### config.mk
export PLATFORM = sky130hd
export DESIGN_NAME = vec_top
export DESIGN_NICKNAME = d
export VERILOG_FILES = /design/src/verilog/vec_pkg.sv /design/src/verilog/vec_dispatcher.sv /design/src/verilog/vec_sequencer.sv /design/src/verilog/vec_lane.sv /design/src/verilog/vec_result.sv /design/src/verilog/vec_top.sv
export SDC_FILE = /design/constraint.sdc
export NUM_CORES = 2
export LEC_CHECK = 0
export ABC_CLOCK_PERIOD_IN_PS = 12850
export BUFFER_PORTS_ARGS = -buffer_cell sky130_fd_sc_hd__buf_2
export CORE_MARGIN = 2
export CORE_UTILIZATION = 60
export CTS_BUF_LIST = sky130_fd_sc_hd__clkbuf_8
export DETAILED_ROUTE_END_ITERATION = 8
export MAX_ROUTING_LAYER = met4
export PLACE_DENSITY = 0.79
export SLEW_MARGIN = 20
export SYNTH_ARGS = -nofsm -noshare
export SYNTH_HDL_FRONTEND = slang
export SYNTH_SLANG_ARGS = --single-unit
### constraint.sdc
create_clock -name clk_i -period 12.85 [get_ports clk_i]
set_clock_uncertainty 0.1 [all_clocks]
set_input_delay 1.285 -clock clk_i [delete_from_list [all_inputs] [get_ports clk_i]]
set_output_delay 1.285 -clock clk_i [all_outputs]
set_load 0.02 [all_outputs]
### src/verilog/vec_pkg.sv
/* Widths, types and encodings shared by the vector coprocessor and its testbench.
   Elements are fixed at 32 bits and vl_t holds at most 255, so VLEN/32 must stay below 256. */

package vec_pkg;

  ////////////////////////////////////////////////////////////
  // Widths
  ////////////////////////////////////////////////////////////

  localparam int unsigned ElemWidth = 32;
  localparam int unsigned NrVRegs   = 8;

  typedef logic [ElemWidth-1:0]         elem_t;
  typedef logic [$clog2(NrVRegs)-1:0]   vreg_idx_t;
  // Vector length or element index
  typedef logic [7:0]                   vl_t;

  ////////////////////////////////////////////////////////////
  // Encodings
  ////////////////////////////////////////////////////////////

  // Host opcodes, codes 9 to 15 are rejected
  typedef enum logic [3:0] {
    OP_SETVL   = 4'd0,
    OP_VADD_VV = 4'd1,
    OP_VSUB_VV = 4'd2,
    OP_VAND_VV = 4'd3,
    OP_VXOR_VV = 4'd4,
    OP_VADD_VX = 4'd5,
    OP_VMV_VX  = 4'd6,
    OP_REDSUM  = 4'd7,
    OP_EXTRACT = 4'd8
  } vec_op_e;

  // Lane ALU ops, vs2 is the first operand
  typedef enum logic [2:0] {
    ALU_ADD  = 3'd0,
    ALU_SUB  = 3'd1,
    ALU_AND  = 3'd2,
    ALU_XOR  = 3'd3,
    ALU_ADDX = 3'd4,
    ALU_MOVX = 3'd5,
    ALU_NONE = 3'd6
  } alu_op_e;

endpackage

### src/verilog/vec_dispatcher.sv
/* Decode stage. One command in flight; ack stays high and the response frozen
   until the host drops req. Illegal opcodes report an error and change no state. */

module vec_dispatcher import vec_pkg::*; #(
  parameter int unsigned NrLanes = 2,
  parameter int unsigned VLEN    = 256
) (
  input  logic      clk_i,
  input  logic      rst_n_i,
  // Host side
  input  logic      cmd_req_i,
  input  vec_op_e   cmd_op_i,
  input  vreg_idx_t cmd_vd_i,
  input  vreg_idx_t cmd_vs1_i,
  input  vreg_idx_t cmd_vs2_i,
  input  elem_t     cmd_scalar_i,
  output logic      cmd_ack_o,
  output elem_t     resp_data_o,
  output logic      resp_err_o,
  // Execute side
  output logic      start_o,
  output alu_op_e   alu_op_o,
  output vreg_idx_t vd_o,
  output vreg_idx_t vs1_o,
  output vreg_idx_t vs2_o,
  output elem_t     scalar_o,
  output elem_t     acc_init_o,
  output vl_t       vl_o,
  output logic      is_extract_o,
  input  logic      done_i,
  input  elem_t     acc_i
);

  localparam int unsigned VLMAX        = VLEN / ElemWidth;
  localparam int unsigned GroupsPerReg = VLMAX / NrLanes;

  typedef enum logic [1:0] {IDLE, ISSUE, WAIT, ACK} state_e;

  state_e    state_q;
  logic      ack_q;
  logic      err_q;
  vl_t       vl_q;
  elem_t     resp_q;
  // Latched command
  vec_op_e   op_q;
  vreg_idx_t vd_q;
  vreg_idx_t vs1_q;
  vreg_idx_t vs2_q;
  elem_t     scalar_q;

  logic      legal;
  logic      is_setvl;
  logic      use_acc;
  alu_op_e   alu_op;
  vl_t       new_vl;

  ////////////////////////////////////////////////////////////
  // Opcode decode
  ////////////////////////////////////////////////////////////

  always_comb begin
    legal    = 1'b1;
    is_setvl = 1'b0;
    use_acc  = 1'b0;
    alu_op   = ALU_NONE;
    case (op_q)
      OP_SETVL:   is_setvl = 1'b1;
      OP_VADD_VV: alu_op = ALU_ADD;
      OP_VSUB_VV: alu_op = ALU_SUB;
      OP_VAND_VV: alu_op = ALU_AND;
      OP_VXOR_VV: alu_op = ALU_XOR;
      OP_VADD_VX: alu_op = ALU_ADDX;
      OP_VMV_VX:  alu_op = ALU_MOVX;
      OP_REDSUM,
      OP_EXTRACT: use_acc = 1'b1;
      default:    legal = 1'b0;
    endcase
  end

  // Requested length clamped to VLMAX
  assign new_vl = (scalar_q > VLMAX) ? vl_t'(VLMAX) : vl_t'(scalar_q);

  assign start_o      = (state_q == ISSUE) && legal && !is_setvl;
  assign alu_op_o     = alu_op;
  assign vd_o         = vd_q;
  assign vs1_o        = vs1_q;
  assign vs2_o        = vs2_q;
  assign scalar_o     = scalar_q;
  assign acc_init_o   = (op_q == OP_REDSUM) ? scalar_q : '0;
  assign vl_o         = vl_q;
  assign is_extract_o = (op_q == OP_EXTRACT);
  assign cmd_ack_o    = ack_q;
  assign resp_err_o   = err_q;
  assign resp_data_o  = resp_q;

  ////////////////////////////////////////////////////////////
  // Handshake FSM
  ////////////////////////////////////////////////////////////

  always_ff @(posedge clk_i) begin
    if (!rst_n_i) begin
      state_q <= IDLE;
      ack_q   <= 1'b0;
      err_q   <= 1'b0;
      vl_q    <= '0;
    end else begin
      case (state_q)
        IDLE: if (cmd_req_i) state_q <= ISSUE;
        ISSUE: begin
          err_q <= !legal;
          if (!legal || is_setvl) begin
            ack_q   <= 1'b1;
            state_q <= ACK;
          end else begin
            state_q <= WAIT;
          end
          if (legal && is_setvl) vl_q <= new_vl;
        end
        WAIT: begin
          if (done_i) begin
            ack_q   <= 1'b1;
            state_q <= ACK;
          end
        end
        ACK: begin
          if (!cmd_req_i) begin
            ack_q   <= 1'b0;
            state_q <= IDLE;
          end
        end
        default: state_q <= IDLE;
      endcase
    end
  end

  // Command capture and response
  always_ff @(posedge clk_i) begin
    if (state_q == IDLE && cmd_req_i) begin
      op_q     <= cmd_op_i;
      vd_q     <= cmd_vd_i;
      vs1_q    <= cmd_vs1_i;
      vs2_q    <= cmd_vs2_i;
      scalar_q <= cmd_scalar_i;
    end
    if (state_q == ISSUE) resp_q <= (legal && is_setvl) ? elem_t'(new_vl) : '0;
    if (state_q == WAIT && done_i) resp_q <= use_acc ? acc_i : '0;
  end

  ack_only_with_req: assert property (@(posedge clk_i) disable iff (!rst_n_i)
    $rose(cmd_ack_o) |-> cmd_req_i);

  // Execute never takes more than one full register sweep
  done_bounded: assert property (@(posedge clk_i) disable iff (!rst_n_i)
    start_o |-> ##[1:GroupsPerReg] done_i);

endmodule

### src/verilog/vec_sequencer.sv
/* Execute control. Walks element groups from 0, one group per cycle.
   A zero vl still runs one empty group; an extract runs only its own group. */

module vec_sequencer import vec_pkg::*; #(
  parameter int unsigned NrLanes = 2,
  parameter int unsigned VLEN    = 256,
  localparam int unsigned VLMAX        = VLEN / ElemWidth,
  localparam int unsigned GroupsPerReg = VLMAX / NrLanes,
  localparam int unsigned GrpW         = (GroupsPerReg > 1) ? $clog2(GroupsPerReg) : 1
) (
  input  logic               clk_i,
  input  logic               rst_n_i,
  input  logic               start_i,
  input  vl_t                vl_i,
  input  logic               is_extract_i,
  input  elem_t              scalar_i,
  output logic               grp_valid_o,
  output logic [GrpW-1:0]    grp_idx_o,
  output logic [NrLanes-1:0] elem_en_o,
  output logic               acc_clear_o,
  output logic               done_o
);

  localparam int unsigned LaneW = (NrLanes > 1) ? $clog2(NrLanes) : 1;

  logic             active_q;
  logic [GrpW-1:0]  grp_q;
  logic [GrpW-1:0]  last_q;
  logic             extract_q;
  logic             ext_hit_q;
  logic [LaneW-1:0] ext_lane_q;
  vl_t              vl_q;

  int unsigned      n_grp;
  logic             ext_hit;
  logic [GrpW-1:0]  ext_grp;
  logic [GrpW-1:0]  first_grp;
  logic [GrpW-1:0]  last_grp;

  // Group count is at least one
  assign n_grp = (vl_i == '0) ? 1 : (int'(vl_i) + NrLanes - 1) / NrLanes;

  // Extract index out of range enables no lane
  assign ext_hit   = scalar_i < VLMAX;
  assign ext_grp   = ext_hit ? GrpW'(scalar_i / NrLanes) : '0;
  assign first_grp = is_extract_i ? ext_grp : '0;
  assign last_grp  = is_extract_i ? ext_grp : GrpW'(n_grp - 1);

  always_ff @(posedge clk_i) begin
    if (!rst_n_i) begin
      active_q <= 1'b0;
      grp_q    <= '0;
    end else if (start_i) begin
      active_q <= 1'b1;
      grp_q    <= first_grp;
    end else if (done_o) begin
      active_q <= 1'b0;
    end else if (active_q) begin
      grp_q <= grp_q + 1'b1;
    end
  end

  // Per-command settings
  always_ff @(posedge clk_i) begin
    if (start_i) begin
      last_q     <= last_grp;
      extract_q  <= is_extract_i;
      ext_hit_q  <= ext_hit;
      ext_lane_q <= LaneW'(scalar_i % NrLanes);
      vl_q       <= vl_i;
    end
  end

  for (genvar l = 0; l < NrLanes; l++) begin : gen_en
    assign elem_en_o[l] = active_q && (extract_q ?
                          (ext_hit_q && ext_lane_q == LaneW'(l)) :
                          ((int'(grp_q) * NrLanes + l) < int'(vl_q)));
  end

  assign grp_valid_o = active_q;
  assign grp_idx_o   = grp_q;
  assign acc_clear_o = start_i;
  assign done_o      = active_q && (grp_q == last_q);

  // A new command starts only once the previous walk is over
  start_when_idle: assert property (@(posedge clk_i) disable iff (!rst_n_i)
    start_i |-> !active_q);

endmodule

### src/verilog/vec_lane.sv
/* One lane's slice of the register file with its element ALU.
   Holds elements lane, lane+NrLanes, ... of every register. No reset on the storage. */

module vec_lane import vec_pkg::*; #(
  parameter int unsigned NrLanes = 2,
  parameter int unsigned VLEN    = 256,
  localparam int unsigned VLMAX        = VLEN / ElemWidth,
  localparam int unsigned GroupsPerReg = VLMAX / NrLanes,
  localparam int unsigned GrpW         = (GroupsPerReg > 1) ? $clog2(GroupsPerReg) : 1
) (
  input  logic            clk_i,
  input  logic            grp_valid_i,
  input  logic [GrpW-1:0] grp_idx_i,
  input  logic            elem_en_i,
  input  alu_op_e         alu_op_i,
  input  vreg_idx_t       vd_i,
  input  vreg_idx_t       vs1_i,
  input  vreg_idx_t       vs2_i,
  input  elem_t           scalar_i,
  output elem_t           src_elem_o
);

  localparam int unsigned Depth = NrVRegs * GroupsPerReg;
  localparam int unsigned AddrW = $clog2(Depth);

  elem_t            vrf_q [Depth];

  logic [AddrW-1:0] addr_vd;
  logic [AddrW-1:0] addr_vs1;
  logic [AddrW-1:0] addr_vs2;
  elem_t            vs1_elem;
  elem_t            vs2_elem;
  elem_t            alu_res;
  logic             we;

  ////////////////////////////////////////////////////////////
  // Register file access
  ////////////////////////////////////////////////////////////

  // Register-major layout, one row per group
  assign addr_vd  = AddrW'(vd_i * GroupsPerReg + grp_idx_i);
  assign addr_vs1 = AddrW'(vs1_i * GroupsPerReg + grp_idx_i);
  assign addr_vs2 = AddrW'(vs2_i * GroupsPerReg + grp_idx_i);

  assign vs1_elem = vrf_q[addr_vs1];
  assign vs2_elem = vrf_q[addr_vs2];

  // Source element for reductions and extracts
  assign src_elem_o = vs2_elem;

  ////////////////////////////////////////////////////////////
  // Element ALU
  ////////////////////////////////////////////////////////////

  always_comb begin
    case (alu_op_i)
      ALU_ADD:  alu_res = vs2_elem + vs1_elem;
      ALU_SUB:  alu_res = vs2_elem - vs1_elem;
      ALU_AND:  alu_res = vs2_elem & vs1_elem;
      ALU_XOR:  alu_res = vs2_elem ^ vs1_elem;
      ALU_ADDX: alu_res = vs2_elem + scalar_i;
      ALU_MOVX: alu_res = scalar_i;
      default:  alu_res = vs2_elem;
    endcase
  end

  // Tail elements never see elem_en, so they keep their value
  assign we = grp_valid_i && elem_en_i && (alu_op_i != ALU_NONE);

  always_ff @(posedge clk_i) begin
    if (we) begin
      vrf_q[addr_vd] <= alu_res;
    end
  end

  // Enables from the sequencer only come inside a group
  en_inside_group: assert property (@(posedge clk_i)
    elem_en_i |-> grp_valid_i);

endmodule

### src/verilog/vec_result.sv
/* Result stage. Sums enabled source elements modulo 2^32 on top of the init value.
   acc_o already includes the group in flight, so it is final in the done cycle. */

module vec_result import vec_pkg::*; #(
  parameter int unsigned NrLanes = 2
) (
  input  logic                      clk_i,
  input  logic                      rst_n_i,
  input  logic                      acc_clear_i,
  input  elem_t                     acc_init_i,
  input  logic                      grp_valid_i,
  input  logic         [NrLanes-1:0] elem_en_i,
  input  elem_t        [NrLanes-1:0] src_elem_i,
  output elem_t                     acc_o
);

  elem_t acc_q;
  elem_t grp_sum;

  // Sum over the enabled lanes of this group
  always_comb begin
    grp_sum = '0;
    for (int l = 0; l < NrLanes; l++) begin
      if (elem_en_i[l]) begin
        grp_sum = grp_sum + src_elem_i[l];
      end
    end
  end

  assign acc_o = grp_valid_i ? (acc_q + grp_sum) : acc_q;

  always_ff @(posedge clk_i) begin
    if (!rst_n_i) begin
      acc_q <= '0;
    end else if (acc_clear_i) begin
      acc_q <= acc_init_i;
    end else if (grp_valid_i) begin
      acc_q <= acc_o;
    end
  end

endmodule

### src/verilog/vec_top.sv
/* Vector coprocessor top level with a four-phase req/ack host port.
   NrLanes must be a power of two and VLEN a multiple of 32*NrLanes. */

module vec_top import vec_pkg::*; #(
  parameter int unsigned NrLanes = 2,
  parameter int unsigned VLEN    = 256
) (
  input  logic      clk_i,
  input  logic      rst_n_i,
  input  logic      cmd_req_i,
  input  vec_op_e   cmd_op_i,
  input  vreg_idx_t cmd_vd_i,
  input  vreg_idx_t cmd_vs1_i,
  input  vreg_idx_t cmd_vs2_i,
  input  elem_t     cmd_scalar_i,
  output logic      cmd_ack_o,
  output elem_t     resp_data_o,
  output logic      resp_err_o
);

  localparam int unsigned VLMAX        = VLEN / ElemWidth;
  localparam int unsigned GroupsPerReg = VLMAX / NrLanes;
  localparam int unsigned GrpW         = (GroupsPerReg > 1) ? $clog2(GroupsPerReg) : 1;

  // Decode to execute
  logic                      start;
  alu_op_e                   alu_op;
  vreg_idx_t                 vd;
  vreg_idx_t                 vs1;
  vreg_idx_t                 vs2;
  elem_t                     scalar;
  elem_t                     acc_init;
  vl_t                       vl;
  logic                      is_extract;
  logic                      done;
  elem_t                     acc;
  // Execute broadcast
  logic                      grp_valid;
  logic         [GrpW-1:0]    grp_idx;
  logic         [NrLanes-1:0] elem_en;
  logic                      acc_clear;
  elem_t        [NrLanes-1:0] src_elem;

  vec_dispatcher #(.NrLanes(NrLanes), .VLEN(VLEN)) u_dispatcher (
    .clk_i, .rst_n_i,
    .cmd_req_i, .cmd_op_i, .cmd_vd_i, .cmd_vs1_i, .cmd_vs2_i, .cmd_scalar_i,
    .cmd_ack_o, .resp_data_o, .resp_err_o,
    .start_o(start), .alu_op_o(alu_op), .vd_o(vd), .vs1_o(vs1), .vs2_o(vs2),
    .scalar_o(scalar), .acc_init_o(acc_init), .vl_o(vl), .is_extract_o(is_extract),
    .done_i(done), .acc_i(acc)
  );

  vec_sequencer #(.NrLanes(NrLanes), .VLEN(VLEN)) u_sequencer (
    .clk_i, .rst_n_i,
    .start_i(start), .vl_i(vl), .is_extract_i(is_extract), .scalar_i(scalar),
    .grp_valid_o(grp_valid), .grp_idx_o(grp_idx), .elem_en_o(elem_en),
    .acc_clear_o(acc_clear), .done_o(done)
  );

  for (genvar l = 0; l < NrLanes; l++) begin : gen_lanes
    vec_lane #(.NrLanes(NrLanes), .VLEN(VLEN)) u_lane (
      .clk_i, .grp_valid_i(grp_valid), .grp_idx_i(grp_idx), .elem_en_i(elem_en[l]),
      .alu_op_i(alu_op), .vd_i(vd), .vs1_i(vs1), .vs2_i(vs2), .scalar_i(scalar),
      .src_elem_o(src_elem[l])
    );
  end

  vec_result #(.NrLanes(NrLanes)) u_result (
    .clk_i, .rst_n_i,
    .acc_clear_i(acc_clear), .acc_init_i(acc_init), .grp_valid_i(grp_valid),
    .elem_en_i(elem_en), .src_elem_i(src_elem), .acc_o(acc)
  );

  ////////////////////////////////////////////////////////////
  // Parameter checks
  ////////////////////////////////////////////////////////////

  if (NrLanes == 0 || (NrLanes & (NrLanes - 1)) != 0) begin : gen_bad_lanes
    $error("NrLanes must be a nonzero power of two");
  end

  if (VLEN == 0 || (VLEN % (ElemWidth * NrLanes)) != 0) begin : gen_bad_vlen
    $error("VLEN must be a nonzero multiple of 32*NrLanes");
  end

endmodule

==> flow_metrics.env <==
export IMPL_r2r_end="u_dispatcher.resp_data_o[31]"
export IMPL_drv_slew=0
export IMPL_synth_seq_cells=2185
export IMPL_p_leak_nw=35.7
export IMPL_antenna_found_initial=12
export IMPL_core_area_sq_mm=0.165
export IMPL_final_cell_mix="edfxtp_1, mux4_2, clkbuf_8, nand2_1, inv_1"
export IMPL_dp_hpwl_um=176000
export IMPL_clkSlewWorstSetupHoldPaths_ps=70
export IMPL_final_nets=6097
export IMPL_async_flop_share_pct=0
export IMPL_sw_frac_of_total_pct=35.7
export IMPL_drive_above_1_share_pct=27.2
export IMPL_met3WireLength_um=48400
export IMPL_setup_viol=0
export IMPL_post_drt_wl_per_cell_um=37.0
export IMPL_intPower_mw=15.8
export IMPL_hold_class="primary input to flip-flop"
export IMPL_synth_edff_count=2138
export IMPL_grt_overflow_total=0
export IMPL_r2r_start="u_sequencer.grp_idx_o[1]"
export IMPL_yosysSeqAreaShare_pct=65.2
export IMPL_slew_limit_headroom_pct=19.3
export IMPL_rsz0062_at_grt="false"
export IMPL_dr_wl_met2_um=135000
export IMPL_cts_htree_levels=5
export IMPL_vdd_drop_max_mv=0.161
export IMPL_hold_path_end="u_dispatcher.scalar_o[10]"
export IMPL_switching_power_mw=8.77
export IMPL_grt_pass1_vias=58500
export IMPL_dr_first_iter_drc_count=11300
export IMPL_p_seq_share_pct=39.4
export IMPL_final_common_cell="edfxtp_1"
export IMPL_drv_cap=0
export IMPL_whs_path_depth=1
export IMPL_slowest_delay_ps=890
export IMPL_start_kind="flip-flop"
export IMPL_grt_pass1_wl_um=431000
export IMPL_route_detailed_vias_per_inst=7.26
export IMPL_ys_warn_count=0
export IMPL_via_count=60200
export IMPL_synth_area_per_cell_sq_um=18.0
export IMPL_crit_start="u_sequencer.grp_idx_o[1]"
export IMPL_cp_data_arrival_time_ps=10690
export IMPL_post_route_min_period_ps=10020
export IMPL_fin_crit_sh_pct=78.0
export IMPL_hold_buffers=0
export IMPL_hold_viol=0
export IMPL_final_antenna_net_count=0
export IMPL_clock_latency_ps=1120
export IMPL_die_h_um=412
export IMPL_min_delay_start="cmd_scalar_i[10]"
export IMPL_syn2layout_area_growth_pct=10.3
export IMPL_grtUsageTotal_pct=37.6
export IMPL_gp_congestion=1.02
export IMPL_cts_setup_buffers=0
export IMPL_drtPass1Iterations=9
export IMPL_cts_path_max_buffers=4
export IMPL_io_pins=82
export IMPL_top_layer="met4"
export IMPL_portBuffers=81
export IMPL_end_kind="flip-flop"
export IMPL_cts_sinks=2185
export IMPL_crit_fanout=57
export IMPL_combPwrFrac_pct=38.0
export IMPL_num_rows=149
export IMPL_syn_inst=5534
export IMPL_grt_max_degree=130
export IMPL_crit_slowest_cell="mux2i_1"
export IMPL_die_x_um=412
export IMPL_critical_path_class="flip-flop to flip-flop"
export IMPL_utilization_pct=66.7
export IMPL_drt_total_wl_um=307000
export IMPL_syn_cell_area_sq_mm=0.0999
export IMPL_powerDensity_mw_per_mm2=223
export IMPL_tightest_slew_ps=1180
export IMPL_ctsResizeCount=0
export IMPL_wl_met1_um=107000
export IMPL_fill_cells=10400
export IMPL_reg2reg_slack_ps=2830
export IMPL_synth_ff_type="edfxtp_1"
export IMPL_drc_errors=0
export IMPL_crit_top_cell="a31o_2"
export IMPL_tns_ps=0
export IMPL_die_area_sq_mm=0.170
export IMPL_initial_core_util_pct=60.5
export IMPL_run_status="completed"
export IMPL_cts_tree="built"
export IMPL_ff2ff_path_depth=28
export IMPL_numCtsBuffers=347
export IMPL_required_ps=13520
export IMPL_cts_root_buf="clkbuf_8"
export IMPL_fmax_ghz=0.0998
export IMPL_synth_fp_nets=5780
export IMPL_ys_types=102
export IMPL_p_clk_share_pct=22.7
[cells by family (layout without fill, tap and decap cells)]
| logic type | Yosys count | count (layout) | synth area share [%] |
|---|---|---|---|
| other | 0 | 10 | 0 |
| buffers and inverters | 450 | 1016 | 2.38 |
| muxes | 945 | 945 | 19.3 |
| AOI/OAI and AO/OA | 716 | 716 | 4.89 |
| DFF | 2185 | 2185 | 65.2 |
| adders and majority gates | 205 | 205 | 2.58 |
| and+or+nand+nor | 850 | 850 | 4.05 |
| xor gates and xnor gates | 183 | 183 | 1.60 |
[metal layers]
metal,GRT usage [%],vias to the layer above
met2,53.1,5333
met3,10.5,913
met5,-,-
met1,51.6,30500
met4,16.7,0
li1,-,23500
[Yosys cell counts (all sizes together) (59+ instances only)]
cell type | instances | area [sq um]
ha | 194 | 2430
xnor2 | 142 | 1240
a21oi | 153 | 769
buf | 165 | 1260
inv | 143 | 537
nand3 | 65 | 353
edfxtp | 2138 | 64200
nor2 | 279 | 1070
o21ai | 130 | 651
nand2 | 277 | 1040
mux2i | 138 | 1450
clkbuf | 142 | 573
mux4 | 762 | 17300
a22oi | 59 | 448
[layout make-up]
| type | count | area [sq um] | area share (%) |
|---|---|---|---|
| Antenna cell | 10 | 25.0 | 0.0227 |
| Clock inverter | 246 | 1470 | 1.33 |
| Clock buffer | 352 | 4840 | 4.40 |
| Timing Repair Buffer | 275 | 1940 | 1.76 |
| Tap cell | 2189 | 2740 | 2.49 |
| Inverter | 143 | 552 | 0.501 |
| Sequential cell | 2185 | 65200 | 59.2 |
| Multi-Input combinational cell | 2899 | 33400 | 30.3 |
[power by group through the flow]
stage | sequential, mW | clock (mW) | combinational, mW
3_5_place_dp | 9.83 | 0 | 9.00
6_report | 9.68 | 5.57 | 9.33
3_3_place_gp | 9.83 | 0 | 8.73
4_1_cts | 9.68 | 5.60 | 9.04
2_1_floorplan | 9.82 | 0 | 6.28
5_1_grt | 9.69 | 5.89 | 9.92
[sequential cells by signal (all words and copies together) (netlist names)]
signal	flops
gen_lanes.u_lane.vrf_q	2048
u_dispatcher.cmd_ack_o	1
u_dispatcher.op_q	4
u_dispatcher.resp_data_o	32
u_dispatcher.resp_err_o	1
u_dispatcher.scalar_o	32
u_dispatcher.state_q	2
u_dispatcher.vd_o	3
u_dispatcher.vl_o	8
u_dispatcher.vs1_o	3
u_dispatcher.vs2_o	3
u_result.acc_q	32
u_sequencer.ext_hit_q	1
u_sequencer.ext_lane_q	1
u_sequencer.extract_q	1
u_sequencer.grp_idx_o	2
u_sequencer.grp_valid_o	1
u_sequencer.last_q	2
u_sequencer.vl_q	8
[worst max-delay path by stage]
stage	end	slack, ps	cells past startpoint
finish	u_dispatcher.resp_data_o[31]	2830	28
global placement	u_dispatcher.resp_data_o[31]	3050	33
CTS	gen_lanes[0].u_lane.vrf_q[6][25]	2890	23
floorplan	u_dispatcher.resp_data_o[31]	3010	36
detailed placement	gen_lanes[0].u_lane.vrf_q[4][25]	2900	23
global route	u_dispatcher.resp_data_o[31]	2270	33
[per-stage QoR]
| stage | std cells | total power [mW] | setup slack (ps) | hold WS (ps) | cell area [sq um] |
|---|---|---|---|---|---|
| 2_1_floorplan | 5534 | 16.1 | 3010 | 323 | 99900 |
| 3_3_place_gp | 7690 | 18.6 | 3050 | 341 | 104000 |
| 3_5_place_dp | 7691 | 18.8 | 2900 | 344 | 104000 |
| 4_1_cts | 8289 | 24.3 | 2890 | 204 | 110000 |
| 5_1_grt | 8297 | 25.5 | 2270 | 243 | 110000 |
| 6_report | 8299 | 24.6 | 2830 | 272 | 110000 |
[worst max-delay path: cells and delay by family (launching register included)]
family / cells / cell delay, ps
xor+xnor: 1 / 190
buf+inv: 3 / 1930
simple gates: 8 / 1460
flops: 1 / 700
mux: 3 / 1820
compound gates: 11 / 2660
fa+ha+maj: 2 / 720
Power figures use the tool's default switching activity.
